--- src/verilog/ppu_pkg.sv ---
// ppu shared definitions
// register-select codes, bit positions and bus widths for the CPU side

package ppu_pkg;

    // register select on i_rs
    typedef enum logic [2:0]
    {
        RS_PPUCTRL   = 3'd0,
        RS_PPUSTATUS = 3'd2,
        RS_PPUADDR   = 3'd6,
        RS_PPUDATA   = 3'd7
    } ppu_reg_e;

    localparam logic RW_READ = 1'b1;            // i_rw level for a read

    typedef logic [7:0]  cpu_data_t;
    typedef logic [13:0] vram_addr_t;
    typedef logic [15:0] ppu_addr_t;
    typedef logic [5:0]  colour_index_t;

    // palette space starts here and runs to the top of the address range
    localparam ppu_addr_t PALETTE_BASE = 16'h3F00;

    // PPUCTRL bits
    localparam int CTRL_INC32_BIT = 2;          // step 32 per PPUDATA access
    localparam int CTRL_NMI_BIT = 7;            // raise NMI at vblank

    // PPUSTATUS bits
    localparam int STATUS_VBLANK_BIT = 7;

endpackage

--- src/verilog/ppu_timing.sv ---
// ppu frame timing
// dot and line counters with visible region and vblank boundary strobes
`timescale 1ns/100ps

module ppu_timing
#(
    parameter int P_LINE_DOTS = 341,
    parameter int P_FRAME_LINES = 262,
    parameter int P_VISIBLE_DOTS = 256,
    parameter int P_VISIBLE_LINES = 240
)
(
    input  logic       i_clk,
    input  logic       i_reset_n,
    output logic [8:0] o_x,
    output logic [8:0] o_y,
    output logic       o_visible,
    output logic       o_vblank_start,
    output logic       o_vblank_end
);

    logic [8:0] r_x;
    logic [8:0] r_y;

    always_ff @(posedge i_clk)
    begin
        if (!i_reset_n)
        begin
            r_x <= '0;
            r_y <= '0;
        end
        else if (r_x == 9'(P_LINE_DOTS - 1))
        begin
            r_x <= '0;      // end of line
            if (r_y == 9'(P_FRAME_LINES - 1))
            begin
                r_y <= '0;
            end
            else
            begin
                r_y <= r_y + 9'd1;
            end
        end
        else
        begin
            r_x <= r_x + 9'd1;
        end
    end

    assign o_x = r_x;
    assign o_y = r_y;
    assign o_visible = (r_x < 9'(P_VISIBLE_DOTS)) && (r_y < 9'(P_VISIBLE_LINES));

    // vblank opens two lines after the last visible line
    assign o_vblank_start = (r_x == '0) && (r_y == 9'(P_VISIBLE_LINES + 2));
    assign o_vblank_end = (r_x == '0) && (r_y == 9'(P_FRAME_LINES - 1));   // pre-render line

    a_dot_in_range: assert property (@(posedge i_clk) disable iff (!i_reset_n)
        r_x < 9'(P_LINE_DOTS));

endmodule

--- src/verilog/ppu_registers.sv ---
// ppu CPU register file
// PPUCTRL, PPUADDR with its w latch, vblank flag, NMI and the read mux
`timescale 1ns/100ps

module ppu_registers
(
    input  logic                      i_clk,
    input  logic                      i_reset_n,
    input  logic                      i_cs_n,
    input  ppu_pkg::ppu_reg_e         i_rs,
    input  logic                      i_rw,
    input  ppu_pkg::cpu_data_t        i_data,
    input  logic                      i_vblank_start,
    input  logic                      i_vblank_end,
    input  ppu_pkg::cpu_data_t        i_buffer,
    input  ppu_pkg::colour_index_t    i_palette_rdata,
    output ppu_pkg::cpu_data_t        o_data,
    output logic                      o_int_n,
    output logic                      o_data_access,
    output logic                      o_data_write,
    output ppu_pkg::ppu_addr_t        o_data_addr,
    output ppu_pkg::cpu_data_t        o_data_wdata
);
    import ppu_pkg::*;

    cpu_data_t r_ppuctrl;
    ppu_addr_t r_ppuaddr;
    logic      r_w;                 // 0 = next PPUADDR write is the high byte
    logic      r_vblank;

    logic      w_write;
    logic      w_status_read;
    cpu_data_t w_status;
    cpu_data_t r_rdata;

    assign w_write = !i_cs_n && (i_rw != RW_READ);
    assign w_status_read = !i_cs_n && (i_rw == RW_READ) && (i_rs == RS_PPUSTATUS);

    // PPUDATA access goes to both the VRAM port and the palette
    assign o_data_access = !i_cs_n && (i_rs == RS_PPUDATA);
    assign o_data_write = w_write;
    assign o_data_addr = r_ppuaddr;
    assign o_data_wdata = i_data;

    always_ff @(posedge i_clk)
    begin
        if (!i_reset_n)
        begin
            r_ppuctrl <= '0;
        end
        else if (w_write && (i_rs == RS_PPUCTRL))
        begin
            r_ppuctrl <= i_data;
        end
    end

    // address counter and the shared write toggle
    always_ff @(posedge i_clk)
    begin
        if (!i_reset_n)
        begin
            r_ppuaddr <= '0;
            r_w <= 1'b0;
        end
        else if (w_status_read)
        begin
            r_w <= 1'b0;
        end
        else if (w_write && (i_rs == RS_PPUADDR))
        begin
            if (!r_w)
            begin
                r_ppuaddr[15:8] <= i_data;
            end
            else
            begin
                r_ppuaddr[7:0] <= i_data;
            end
            r_w <= !r_w;
        end
        else if (o_data_access)
        begin
            r_ppuaddr <= r_ppuaddr + (r_ppuctrl[CTRL_INC32_BIT] ? 16'd32 : 16'd1);
        end
    end

    // a status read in the same cycle beats the vblank start
    always_ff @(posedge i_clk)
    begin
        if (!i_reset_n)
        begin
            r_vblank <= 1'b0;
        end
        else if (w_status_read || i_vblank_end)
        begin
            r_vblank <= 1'b0;
        end
        else if (i_vblank_start)
        begin
            r_vblank <= 1'b1;
        end
    end

    assign o_int_n = !(r_vblank && r_ppuctrl[CTRL_NMI_BIT]);

    always_comb
    begin
        w_status = '0;
        w_status[STATUS_VBLANK_BIT] = r_vblank;
    end

    always_comb
    begin
        r_rdata = '0;
        if (!i_cs_n && (i_rw == RW_READ))
        begin
            case (i_rs)
                RS_PPUSTATUS:
                begin
                    r_rdata = w_status;
                end
                RS_PPUDATA:
                begin
                    if (r_ppuaddr >= PALETTE_BASE)
                    begin
                        r_rdata = {2'b00, i_palette_rdata};   // palette is immediate
                    end
                    else
                    begin
                        r_rdata = i_buffer;                   // buffered VRAM byte
                    end
                end
                default:
                begin
                    r_rdata = '0;
                end
            endcase
        end
    end

    assign o_data = r_rdata;

    a_nmi_needs_enable: assert property (@(posedge i_clk) disable iff (!i_reset_n)
        !o_int_n |-> r_ppuctrl[CTRL_NMI_BIT]);

endmodule

--- src/verilog/ppu_vram_port.sv ---
// ppu VRAM port
// two-cycle read/write sequencer with the PPUDATA read buffer
`timescale 1ns/100ps

module ppu_vram_port
(
    input  logic                  i_clk,
    input  logic                  i_reset_n,
    input  logic                  i_data_access,
    input  logic                  i_data_write,
    input  ppu_pkg::ppu_addr_t    i_data_addr,
    input  ppu_pkg::cpu_data_t    i_data_wdata,
    input  ppu_pkg::cpu_data_t    i_vram_data,
    output ppu_pkg::cpu_data_t    o_buffer,
    output logic                  o_vram_rd_n,
    output logic                  o_vram_we_n,
    output ppu_pkg::vram_addr_t   o_vram_address,
    output ppu_pkg::cpu_data_t    o_vram_data
);
    import ppu_pkg::*;

    logic       w_vram_access;
    logic       r_rd_n;
    logic       r_we_n;
    cpu_data_t  r_buffer;
    vram_addr_t r_address;

    // palette addresses never reach the VRAM bus
    assign w_vram_access = i_data_access && (i_data_addr < PALETTE_BASE);

    always_ff @(posedge i_clk)
    begin
        if (!i_reset_n)
        begin
            r_rd_n <= 1'b1;
            r_we_n <= 1'b1;
            r_buffer <= '0;
        end
        else
        begin
            r_rd_n <= 1'b1;                 // strobes last one cycle
            r_we_n <= 1'b1;
            if (!r_rd_n)
            begin
                r_buffer <= i_vram_data;    // capture at end of read strobe
            end
            if (w_vram_access)
            begin
                if (i_data_write)
                begin
                    r_we_n <= 1'b0;
                    r_buffer <= i_data_wdata;
                end
                else
                begin
                    r_rd_n <= 1'b0;
                end
            end
        end
    end

    always_ff @(posedge i_clk)
    begin
        if (w_vram_access)
        begin
            r_address <= i_data_addr[13:0];
        end
    end

    assign o_buffer = r_buffer;
    assign o_vram_rd_n = r_rd_n;
    assign o_vram_we_n = r_we_n;
    assign o_vram_address = r_address;
    assign o_vram_data = !r_we_n ? r_buffer : '0;

    a_one_strobe: assert property (@(posedge i_clk) disable iff (!i_reset_n)
        !(!r_rd_n && !r_we_n));

    // the CPU has to leave a gap after each PPUDATA access
    a_no_overlap: assert property (@(posedge i_clk) disable iff (!i_reset_n)
        (!r_rd_n || !r_we_n) |-> !i_data_access);

endmodule

--- src/verilog/ppu_palette.sv ---
// ppu palette memory
// 32 entries of 6 bits, CPU access and backdrop colour from entry 0
`timescale 1ns/100ps

module ppu_palette
(
    input  logic                      i_clk,
    input  logic                      i_reset_n,
    input  logic                      i_data_access,
    input  logic                      i_data_write,
    input  ppu_pkg::ppu_addr_t        i_data_addr,
    input  ppu_pkg::cpu_data_t        i_data_wdata,
    input  logic                      i_visible,
    output ppu_pkg::colour_index_t    o_rdata,
    output ppu_pkg::colour_index_t    o_colour_index
);
    import ppu_pkg::*;

    colour_index_t r_palette [0:31];
    logic          w_palette_write;

    // no writes land while the chip is held in reset
    assign w_palette_write = i_reset_n && i_data_access && i_data_write
                             && (i_data_addr >= PALETTE_BASE);

    always_ff @(posedge i_clk)
    begin
        if (w_palette_write)
        begin
            r_palette[i_data_addr[4:0]] <= i_data_wdata[5:0];   // top two bits dropped
        end
    end

    assign o_rdata = r_palette[i_data_addr[4:0]];
    assign o_colour_index = i_visible ? r_palette[0] : '0;   // backdrop only

endmodule

--- src/verilog/ppu.sv ---
// ppu top level, CPU side of the picture processing unit
// joins the frame timing, register file, VRAM port and palette
`timescale 1ns/100ps

module ppu
#(
    parameter int P_LINE_DOTS = 341,
    parameter int P_FRAME_LINES = 262,
    parameter int P_VISIBLE_DOTS = 256,
    parameter int P_VISIBLE_LINES = 240
)
(
    input  logic                      i_clk,
    input  logic                      i_reset_n,
    input  logic                      i_cs_n,
    input  ppu_pkg::ppu_reg_e         i_rs,
    input  logic                      i_rw,
    input  ppu_pkg::cpu_data_t        i_data,
    output ppu_pkg::cpu_data_t        o_data,
    output logic                      o_int_n,
    output logic                      o_vram_rd_n,
    output logic                      o_vram_we_n,
    output ppu_pkg::vram_addr_t       o_vram_address,
    output ppu_pkg::cpu_data_t        o_vram_data,
    input  ppu_pkg::cpu_data_t        i_vram_data,
    output logic [8:0]                o_video_x,
    output logic [8:0]                o_video_y,
    output logic                      o_video_visible,
    output ppu_pkg::colour_index_t    o_colour_index
);
    import ppu_pkg::*;

    logic          w_vblank_start;
    logic          w_vblank_end;
    logic          w_data_access;              // PPUDATA access this cycle
    logic          w_data_write;
    ppu_addr_t     w_data_addr;
    cpu_data_t     w_data_wdata;
    cpu_data_t     w_buffer;                   // last byte seen on the VRAM bus
    colour_index_t w_palette_rdata;

    ppu_timing
    #(
        .P_LINE_DOTS     (P_LINE_DOTS),
        .P_FRAME_LINES   (P_FRAME_LINES),
        .P_VISIBLE_DOTS  (P_VISIBLE_DOTS),
        .P_VISIBLE_LINES (P_VISIBLE_LINES)
    )
    ppu_timing_inst
    (
        .i_clk          (i_clk),
        .i_reset_n      (i_reset_n),
        .o_x            (o_video_x),
        .o_y            (o_video_y),
        .o_visible      (o_video_visible),
        .o_vblank_start (w_vblank_start),
        .o_vblank_end   (w_vblank_end)
    );

    ppu_registers ppu_registers_inst
    (
        .i_clk           (i_clk),
        .i_reset_n       (i_reset_n),
        .i_cs_n          (i_cs_n),
        .i_rs            (i_rs),
        .i_rw            (i_rw),
        .i_data          (i_data),
        .i_vblank_start  (w_vblank_start),
        .i_vblank_end    (w_vblank_end),
        .i_buffer        (w_buffer),
        .i_palette_rdata (w_palette_rdata),
        .o_data          (o_data),
        .o_int_n         (o_int_n),
        .o_data_access   (w_data_access),
        .o_data_write    (w_data_write),
        .o_data_addr     (w_data_addr),
        .o_data_wdata    (w_data_wdata)
    );

    ppu_vram_port ppu_vram_port_inst
    (
        .i_clk          (i_clk),
        .i_reset_n      (i_reset_n),
        .i_data_access  (w_data_access),
        .i_data_write   (w_data_write),
        .i_data_addr    (w_data_addr),
        .i_data_wdata   (w_data_wdata),
        .i_vram_data    (i_vram_data),
        .o_buffer       (w_buffer),
        .o_vram_rd_n    (o_vram_rd_n),
        .o_vram_we_n    (o_vram_we_n),
        .o_vram_address (o_vram_address),
        .o_vram_data    (o_vram_data)
    );

    ppu_palette ppu_palette_inst
    (
        .i_clk          (i_clk),
        .i_reset_n      (i_reset_n),
        .i_data_access  (w_data_access),
        .i_data_write   (w_data_write),
        .i_data_addr    (w_data_addr),
        .i_data_wdata   (w_data_wdata),
        .i_visible      (o_video_visible),
        .o_rdata        (w_palette_rdata),
        .o_colour_index (o_colour_index)
    );

endmodule

--- config.mk ---
export PLATFORM = sky130hd
export DESIGN_NAME = ppu
export DESIGN_NICKNAME = d
export VERILOG_FILES = /design/src/verilog/ppu_pkg.sv /design/src/verilog/ppu_timing.sv /design/src/verilog/ppu_registers.sv /design/src/verilog/ppu_vram_port.sv /design/src/verilog/ppu_palette.sv /design/src/verilog/ppu.sv
export SDC_FILE = /design/constraint.sdc
export NUM_CORES = 1
export LEC_CHECK = 0
export BUFFER_PORTS_ARGS = -buffer_cell sky130_fd_sc_hd__buf_2
export CAP_MARGIN = 20
export CORE_MARGIN = 1
export CORE_UTILIZATION = 40
export CTS_CLUSTER_DIAMETER = 120
export CTS_CLUSTER_SIZE = 24
export DETAILED_ROUTE_END_ITERATION = 16
export PLACE_DENSITY = 0.67
export REMOVE_ABC_BUFFERS = 1
export SYNTH_ARGS = -nofsm -noshare
export SYNTH_HDL_FRONTEND = slang
export SYNTH_HIERARCHICAL = 1
export SYNTH_SLANG_ARGS = --single-unit
--- constraint.sdc ---
create_clock -name i_clk -period 2.1 [get_ports i_clk]
set_clock_uncertainty 0.15 [all_clocks]
set_input_delay 0.21 -clock i_clk [delete_from_list [all_inputs] [get_ports i_clk]]
set_output_delay 0.21 -clock i_clk [all_outputs]
set_load 0.005 [all_outputs]
==> After elaboration in Yosys (flattened, before gate mapping) <==
Memories as Yosys holds them, arrays and structs flattened. A register that Yosys moved wholly into a read port is not among the register bits.
Index checks and enable logic that the tools add are counted.
Widths: inputs -> output; s select.
{ "classes": {"add_sub_neg": 3, "n_lt_le_gt_ge": 4, "eq_ne": 8, "mux": 20, "bitwise_logic": 3, "reduce_logical": 27} }
{ "ops": {"columns": ["operator", "count"], "rows": [
  ["$mux 8", 8],
  ["$mux 16", 2],
  ["$add 9x1->9 const B", 2],
  ["$eq 9x9->1 const B", 2],
  ["$add 16x16->16", 1],
  ["$ge 16x14->1 const B", 1],
  ["$lt 16x14->1 const B", 1],
  ["$pmux 8 s2", 1],
  ["$logic_and 1x1->1", 14],
  ["$mux 6", 2],
  ["$mux 5", 2],
  ["$eq 9x8->1 const B", 1],
  ["$logic_not 9->1", 1],
  ["$lt 9x8->1 const B", 1],
  ["$lt 9x9->1 const B", 1],
  ["$mux 9", 1],
  ["$eq 3x3->1 const B", 2],
  ["$reduce_and 3->1", 2],
  ["$reduce_or 2->1", 3],
  ["$mux 1", 4],
  ["$eq 3x2->1 const B", 1],
  ["$logic_not 1->1", 3],
  ["$logic_not 3->1", 1],
  ["$not 1->1", 3],
  ["5 further kinds", 5]
]} }
{ "word_totals": {"register_bits": 68, "ram_bits": 192, "word_cells": 77, "n_memories": 1} }
{ "memory_table": {"columns": ["memory", "depth", "word_bits", "read_ports", "rd_clocked_by_memory_dff", "write_ports", "line_no", "text"], "rows": [
  ["ppu_palette_inst.r_palette", 32, 6, 2, 1, 1, "ppu_palette.sv:19", "colour_index_t r_palette [0:31];"]
]} }

==> Longest topological paths before layout <==
Gate-level depths: netlist of the first run.
{ "depth": {"word_depth": 7, "depth_mapped": 9, "ltp_nobuf": 8} }

==> Hierarchy <==
Netlist of the first run, hierarchy kept.
{ "modules_own_cells": {"columns": ["module", "n_inst", "cells_each", "area_each_um2", "seq_area_each_um2"], "rows": [
  ["ppu_palette", 1, 455, 7678.6, 5765.5],
  ["ppu_registers", 1, 194, 1486.4, 400.4],
  ["ppu_vram_port", 1, 74, 998.5, 620.6],
  ["ppu_timing", 1, 104, 897.1, 360.3]
]} }

==> Worst setup path before layout of the first run <==
Ideal clock, no wire load.
{ "synth_path": {"path_type": "input port to flip-flop", "from": "input i_cs_n", "to": "register ppu_vram_port_inst.r_address[0], in the netlist ppu_vram_port_inst/o_vram_address[0], enable pin", "setup_ps": 380, "arrival_ps": 1753, "required_time_ps": 1570, "setup_slack_ps": -183, "stages": 6, "cell_sequence": "and3b_1 > buf_4 > nand2_1 > inv_1 > or3b_1 > a31oi_2"} }
{ "synth_between": {"elab_chain_cells": 3} }
{ "synth_rtl": {"columns": ["element", "line_no", "text"], "rows": [
  ["start: declaration", "ppu.sv:15", "input logic i_cs_n,"],
  ["$logic_not 1->1", "ppu_registers.sv:40", "assign o_data_access = !i_cs_n && (i_rs == RS_PPUDATA);"],
  ["$logic_and 1x1->1", "ppu_registers.sv:40", null],
  ["via w_data_access", "ppu.sv:35", "logic w_data_access;"],
  ["$logic_and 1x1->1", "ppu_vram_port.sv:29", "assign w_vram_access = i_data_access && (i_data_addr < PALETTE_BASE);"],
  ["via ppu_vram_port_inst.w_vram_access", "ppu_vram_port.sv:22", "logic w_vram_access;"],
  ["end signal: assignment", "ppu_vram_port.sv:66", "r_address <= i_data_addr[13:0];"],
  ["end: declaration", "ppu_vram_port.sv:26", "vram_addr_t r_address;"]
]} }
The timed path passes the listed nets, and every way through them passes these cells.
A chain may end at the register's enable or synchronous reset.

==> Worst setup path after layout of the first run <==
{ "layout_path": {"from": "register ppu_registers_inst.r_ppuaddr[0], in the netlist ppu_registers_inst/o_data_addr[0]", "to": "output o_data[3]"} }
{ "layout_between": {"elab_chain_cells": 4} }
{ "layout_rtl": {"columns": ["element", "line_no", "text"], "rows": [
  ["start: declaration", "ppu_registers.sv:27", "ppu_addr_t r_ppuaddr;"],
  ["start signal: assignment", "ppu_registers.sv:77", "r_ppuaddr[7:0] <= i_data;"],
  ["start signal: assignment", "ppu_registers.sv:83", "r_ppuaddr <= r_ppuaddr + (r_ppuctrl[CTRL_INC32_BIT] ? 16'd32 : 16'd1);"],
  ["$ge 16x14->1", "ppu_registers.sv:124", "if (r_ppuaddr >= PALETTE_BASE)"],
  ["$mux 8", "ppu_registers.sv:124", null],
  ["$pmux 8 s2", "ppu_registers.sv:117", "case (i_rs)"],
  ["$mux 8", "ppu_registers.sv:115", "if (!i_cs_n && (i_rw == RW_READ))"],
  ["end: declaration", "ppu.sv:19", "output ppu_pkg::cpu_data_t o_data,"]
]} }
No other way between the ends.

==> impl_metrics.ini, run 1 <==
[status]
outcome = complete, but fails checks
violations = negative setup slack

[logic_synthesis]
synth_xor_area_frac = 0.0127
synth_cell_types = 67
synth_compound_area_frac = 0.0688
ys_seq_area_frac = 0.646
synth_area_leader_cell = edfxtp_1
synth_most_common_cell = edfxtp_1
ys_async_sr_fraction = 0
syn-mean-instance-area_um2 = 13.4
synthAdderAreaFrac = 0.00905
ys_ff_latch = 254
synth_edf_count = 206
synth_top_family_by_area = simple AND/OR/NAND/NOR gates
synthTopCellsByCount = edfxtp_1, mux2i_1, nor2_1
syn_area_um2 = 11100
yosys.area_share.simple = 0.132
muxShareOfSynthArea = 0.103
synth.area.top_cells = edfxtp_1, mux2i_1, dfxtp_1
ys.warnings.count = 6
synth-main-ff-cell = edfxtp_1
synth_top_area_frac = 0.559
synth_cells = 827

[sta]
fin_hold_ws_ns = 0.0253
maxSlewHeadroom = 0.642
fin_setup_tns_ns = -6.00
fmax_mhz = 346
timing.final.crit_share = 1.38
setup_viol_count_final = 16
hold_viol = 0
fin_crit_ns = 2.89
drv_slew = 0
worst_slew_pin_slew_ns = 0.536
rsz0062_at_grt = true
finalWorstSetupSlack_ns = -0.793

[worst_hold_path]
hp-class = input port to register
hold_depth = 5
min_from = i_cs_n
worstHoldEndpoint = ppu_vram_port_inst/o_vram_we_n

[floorplanning]
fp.coreArea_um2 = 27000
fp.dieW_um = 168
rows = 60
ios = 81
die_height_um = 168
dieArea_um2 = 28300
initial_core_util = 0.409

[global_routing]
grt_pass1_vias = 7461
grt_antenna_before_repair = 0
grt_max_degree = 41
grt_overflow_total = 0
track_usage = 0.204
grt_pass1_wl_um = 44200

[routing]
ant_nets = 0
dr.first_iter.drc_count = 816
viasPerCell = 5.58
postRouteWirelength_um = 29400
drcViolationCount = 0
vias = 7732
routedWlPerCell_um = 21.2
dr.pass1.iters = 6

[critical_path]
critPathArrivalTime_ns = 2.53
slowest_stage = dfxtp_4
r2r-end = ppu_registers_inst/o_data_addr[15]
crit_path_max_fanout = 6
critPathMaxStageDelay_ns = 0.41
rr_worst_depth = 9
worstPathRequired_ns = 1.74
crit_path_start_kind = register
path_class = register to primary output
end_kind = primary output
r2r-start = ppu_registers_inst/o_data_addr[0]
ff2ff_setup_slack_ns = -0.12
path_cells = clkbuf_16, clkbuf_16, mux2i_1, o22ai_2, nor4_2, buf_4, nand2_2, mux2i_1, nor2_1, buf_2

[finish]
nFillCells = 2253
num-nets-final = 1067
area_growth_pct = 26.1
drive_above_1_share = 0.327
fin_util = 0.516
diodes = 0

[cts]
cts.sinks = 254
cts_buffer_depth = 3
path_clk_slew_ns = 0.10
cts_buffers = 14
clk_latency_ns = 0.49
cts_htree_levels = 1
clockRootBuffer = clkbuf_16
cts_tree = yes

[placement]
gp_congestion = 0.951
dpl.hpwl_um = 20300
port_buffers = 80

[job]
drv_cap = 0

[power]
ir_drop_mv = 0.567
power.density_nw_per_um2 = 643
p_leak_nw = 4.69
## final cells by class
type | instances | area [um2] | share of cell area
multi-input combinational | 515 | 4080 | 0.292
tap | 341 | 427 | 0.0306
clock buffer | 23 | 405 | 0.0291
timing repair buffer | 238 | 1810 | 0.130
sequential | 254 | 7170 | 0.514
clock inverter | 1 | 11.3 | 0.000807
inverter | 13 | 48.8 | 0.00350
## registers in the layout, indices dropped and copies added, names as in the netlist
register,count
ppu_palette_inst/r_palette,192
ppu_registers_inst/o_data_addr,16
ppu_registers_inst/r_ppuctrl,2
ppu_registers_inst/r_vblank,1
ppu_registers_inst/r_w,1
ppu_timing_inst/o_x,9
ppu_timing_inst/o_y,9
ppu_vram_port_inst/o_buffer,8
ppu_vram_port_inst/o_vram_address,14
ppu_vram_port_inst/o_vram_rd_n,1
ppu_vram_port_inst/o_vram_we_n,1
## layer usage
| layer | vias to the layer above | share of wire | routed length (um) | GRT usage |
|---|---|---|---|---|
| met5 | - | 0 | 0 | 0 |
| met1 | 3826 | 0.43 | 12600 | 0.275 |
| met3 | 57 | 0.055 | 1620 | 0.0252 |
| li1 | 3558 | - | - | - |
| met2 | 291 | 0.49 | 14500 | 0.348 |
| met4 | 0 | 0.025 | 734 | 0.0545 |
## per-stage QoR
stage | std cells | worst slack (ns) | power, mW | cell area [um2]
2_1_floorplan | 782 | -3.20 | 5.80 | 10800
3_3_place_gp | 1337 | -0.380 | 6.04 | 12700
3_5_place_dp | 1337 | -0.374 | 6.05 | 12700
4_1_cts | 1380 | -0.771 | 8.98 | 13500
5_1_grt | 1385 | -0.873 | 9.23 | 13900
6_report | 1385 | -0.793 | 8.97 | 13900
## worst max-delay path by stage
stage / start / end / slack (ns) / depth (start not counted)
finish: ppu_registers_inst/o_data_addr[0] / o_data[3] / -0.79 / 10
global route: ppu_registers_inst/o_data_addr[0] / o_data[3] / -0.87 / 10
CTS: ppu_registers_inst/o_data_addr[0] / o_data[5] / -0.77 / 9
detailed placement: ppu_registers_inst/o_data_addr[0] / o_data[5] / -0.37 / 8
global placement: ppu_registers_inst/o_data_addr[0] / o_data[4] / -0.38 / 8
floorplan: ppu_registers_inst/o_data_addr[0] / ppu_registers_inst/o_data_addr[12] / -3.20 / 6
## worst max-delay path, delay by kind of cell, from the launching register on
| kind | cells | cell delay (ns) |
|---|---|---|
| compound gates | 1 | 0.12 |
| simple gates | 3 | 0.42 |
| buf+inv | 4 | 0.68 |
| mux | 2 | 0.42 |
| flops | 1 | 0.41 |
## report_power, final
group / leakage (nW) / switching [mW] / total, mW / internal (mW)
logic: 2.24 / 0.310 / 0.562 / 0.253
clock network: 0.200 / 1.59 / 2.94 / 1.35
registers: 2.25 / 0.0223 / 5.46 / 5.44
total: 4.69 / 1.92 / 8.97 / 7.05
## layout by cell type (no fill, tap or decap), drive strengths merged, types with 8 or more instances in the layout
master and instances:
buf 223, edfxtp 206, mux2i 112, nor2 73
nand2 52, o22ai 50, dfxtp 48, clkbuf 25
nand3 21, nor4 17, o21ai 17, nor3 16
inv 14, dlygate4sd3 13, nor2b 12, nand2b 12
xnor2 12, nand4 11, and3 9, a21oi 8
o211ai 8, ha 8
## cell families after synthesis
family,Yosys count
and+or+nand+nor,268
DFF,254
muxes,113
AOI/OAI and AO/OA,110
buffers and inverters,58
xor gates and xnor gates,16
adders and majority gates,8
## timing repair
item / in CTS / in global routing
endpoints found under the setup margin: 33 / 51
pin swaps: 6 / 11
endpoints found under the hold margin: 22 / 0
gates resized for setup: 48 / 72
gates cloned: 1 / 2
setup buffers: 5 / 5
hold buffers: 13 / 0
(Power assumes the default switching activity.)
==> run 2, diff against run 1 <==
==> constraint.sdc (replaced) <==
create_clock -name i_clk -period 2.3 [get_ports i_clk]
set_clock_uncertainty 0.15 [all_clocks]
set_input_delay 0.23 -clock i_clk [delete_from_list [all_inputs] [get_ports i_clk]]
set_output_delay 0.23 -clock i_clk [all_outputs]
set_load 0.005 [all_outputs]
==> impl_metrics.ini, run 2 (synthesized netlist as in run 1, its figures left out) <==
[status]
outcome = complete, but fails checks
violations = negative setup slack

[power]
clkPwrFrac = 0.327
seqPwrFrac = 0.610
p_int_mw = 6.43
combPwrFrac = 0.063
ir_drop_mv = 0.373
p_leak_nw = 4.69
p_sw_frac = 0.214
p_switching_mw = 1.75
power.density_nw_per_um2 = 585
finalPower_mw = 8.18

[cts]
clockRootBuffer = clkbuf_16
cts_buffer_depth = 3
cts_tree = yes
cts_htree_levels = 1
path_clk_slew_ns = 0.10
clk_latency_ns = 0.48
cts.sinks = 254
cts_buffers = 14

[critical_path]
ff2ff_setup_slack_ns = 0.08
crit_path_max_fanout = 7
critPathArrivalTime_ns = 2.61
worstPathRequired_ns = 1.92
crit_path_start_kind = register
end_kind = primary output
path_class = register to primary output
rr_worst_depth = 7
r2r-end = ppu_palette_inst/r_palette[21][3]
r2r-start = ppu_registers_inst/o_data_addr[9]

[finish]
num-nets-final = 1061
diodes = 0
drive_above_1_share = 0.320
area_growth_pct = 26.4
regArea_um2 = 7170
fin_util = 0.517
multi_input_area_um2 = 4120
largest_reg_flops = 192
nFillCells = 2296
design_area_um2 = 14000
layout_common_cells = edfxtp_1, buf_4, buf_2
mostFrequentLayoutCell = edfxtp_1

[sta]
setup_viol_count_final = 8
hold_viol = 0
rsz0062_at_grt = true
fmax_mhz = 334
finalWorstSetupSlack_ns = -0.691
maxSlewHeadroom = 0.600
worst_slew_pin_slew_ns = 0.601
fin_setup_tns_ns = -3.80
drv_slew = 0
timing.final.crit_share = 1.30
fin_crit_ns = 2.99

[global_routing]
use_met2 = 0.349
grt_use_met1 = 0.274
grt_pass1_wl_um = 44400
busiest_layer = met2
grt_max_degree = 41
grtUsageMet3 = 0.0320
grt_pass1_vias = 7593
grt_antenna_before_repair = 1
grt_overflow_total = 0
track_usage = 0.205

[worst_hold_path]
hold_depth = 3
hp-class = input port to register
min_from = i_data[6]
worstHoldEndpoint = ppu_registers_inst/o_data_addr[6]

[placement]
dp_slack_ns = -0.235
gp_congestion = 0.960
port_buffers = 80
dpl.hpwl_um = 19900
placed_area_um2 = 12600

[routing]
vias = 7821
ant_nets = 0
routedWlPerCell_um = 21.5
viasPerCell = 5.67
drcViolationCount = 0
dr.pass1.iters = 5
postRouteWirelength_um = 29600
dr.first_iter.drc_count = 800

[floorplanning]
fp.coreArea_um2 = 27000
fp.dieW_um = 168
die_height_um = 168
ios = 81
initial_core_util = 0.409
rows = 60
dieArea_um2 = 28300

[job]
drv_cap = 0
[run 2: cell count changes in the layout (fill, tap and decap cells not counted), moves of 3 or more]
cell     before  now
buf_12        5   10
buf_4       127  122
buf_6         7    3
mux2i_1      84   69
mux2i_2      17   22
mux2i_4      11   21
nand2_2       5    2
nor4_1        3   11
nor4_2       10    5
nor4_4        4    1
o22ai_1      42   38
o22ai_2       8   11
[run 2: power by group through the flow]
stage	registers (mW)	clock network, mW	logic (mW)
2_1_floorplan	5.12	0	0.173
3_3_place_gp	5.10	0	0.407
3_5_place_dp	5.10	0	0.413
4_1_cts	4.99	2.72	0.488
5_1_grt	5.00	2.90	0.545
6_report	4.99	2.67	0.515
[run 2: repair_timing]
action,4_1_cts,5_1_grt
pin swaps,21,24
hold buffers,11,0
setup buffers,14,13
cloned,2,2
endpoints found under the setup margin,10,14
hold endpoints to repair,10,0
resized for setup,79,47
[run 2: final cells by class]
cell class                      instances  share of cell area
Clock buffer                           23              0.0290
Sequential cell                       254               0.513
Multi-Input combinational cell        515               0.295
Inverter                               13             0.00349
Timing Repair Buffer                  232               0.128
Clock inverter                          1            0.000805
Tap cell                              341              0.0305
[run 2: worst max path at each step]
| stage | cells after the start | slack, ns | endpoint | startpoint |
|---|---|---|---|---|
| final | 10 | -0.69 | o_data[4] | ppu_registers_inst/o_data_addr[0] |
| after CTS | 11 | -0.57 | o_data[3] | ppu_registers_inst/o_data_addr[0] |
| after detailed placement | 9 | -0.23 | o_data[4] | ppu_registers_inst/o_data_addr[0] |
| after floorplan | 6 | -3.00 | ppu_registers_inst/o_data_addr[12] | ppu_registers_inst/o_data_addr[0] |
| after global routing | 10 | -0.73 | o_data[2] | ppu_registers_inst/o_data_addr[0] |
| after global placement | 9 | -0.32 | o_data[4] | ppu_registers_inst/o_data_addr[0] |
[run 2: critical path: stages (launching register included)]
cell and delay (ns):
dfxtp_4 0.40, buf_4 0.13, buf_8 0.14, buf_16 0.17
mux2i_2 0.22, o22ai_2 0.13, nor4_2 0.34, nand2_1 0.16
mux2i_1 0.22, nor2_1 0.08, buf_2 0.14
[run 2: metal layers]
| layer | wire length [um] | part of all wire |
|---|---|---|
| met1 | 12500 | 0.42 |
| met2 | 14200 | 0.48 |
| met3 | 2040 | 0.069 |
| met4 | 835 | 0.028 |
| met5 | 8 | 0.00027 |
[run 2: per-stage QoR]
stage,cells,hold WS (ns)
finish,1379,0.0320
global route,1379,0.0399
CTS,1368,0.0111
detailed placement,1319,0.314
global placement,1319,0.304
floorplan,782,0.164
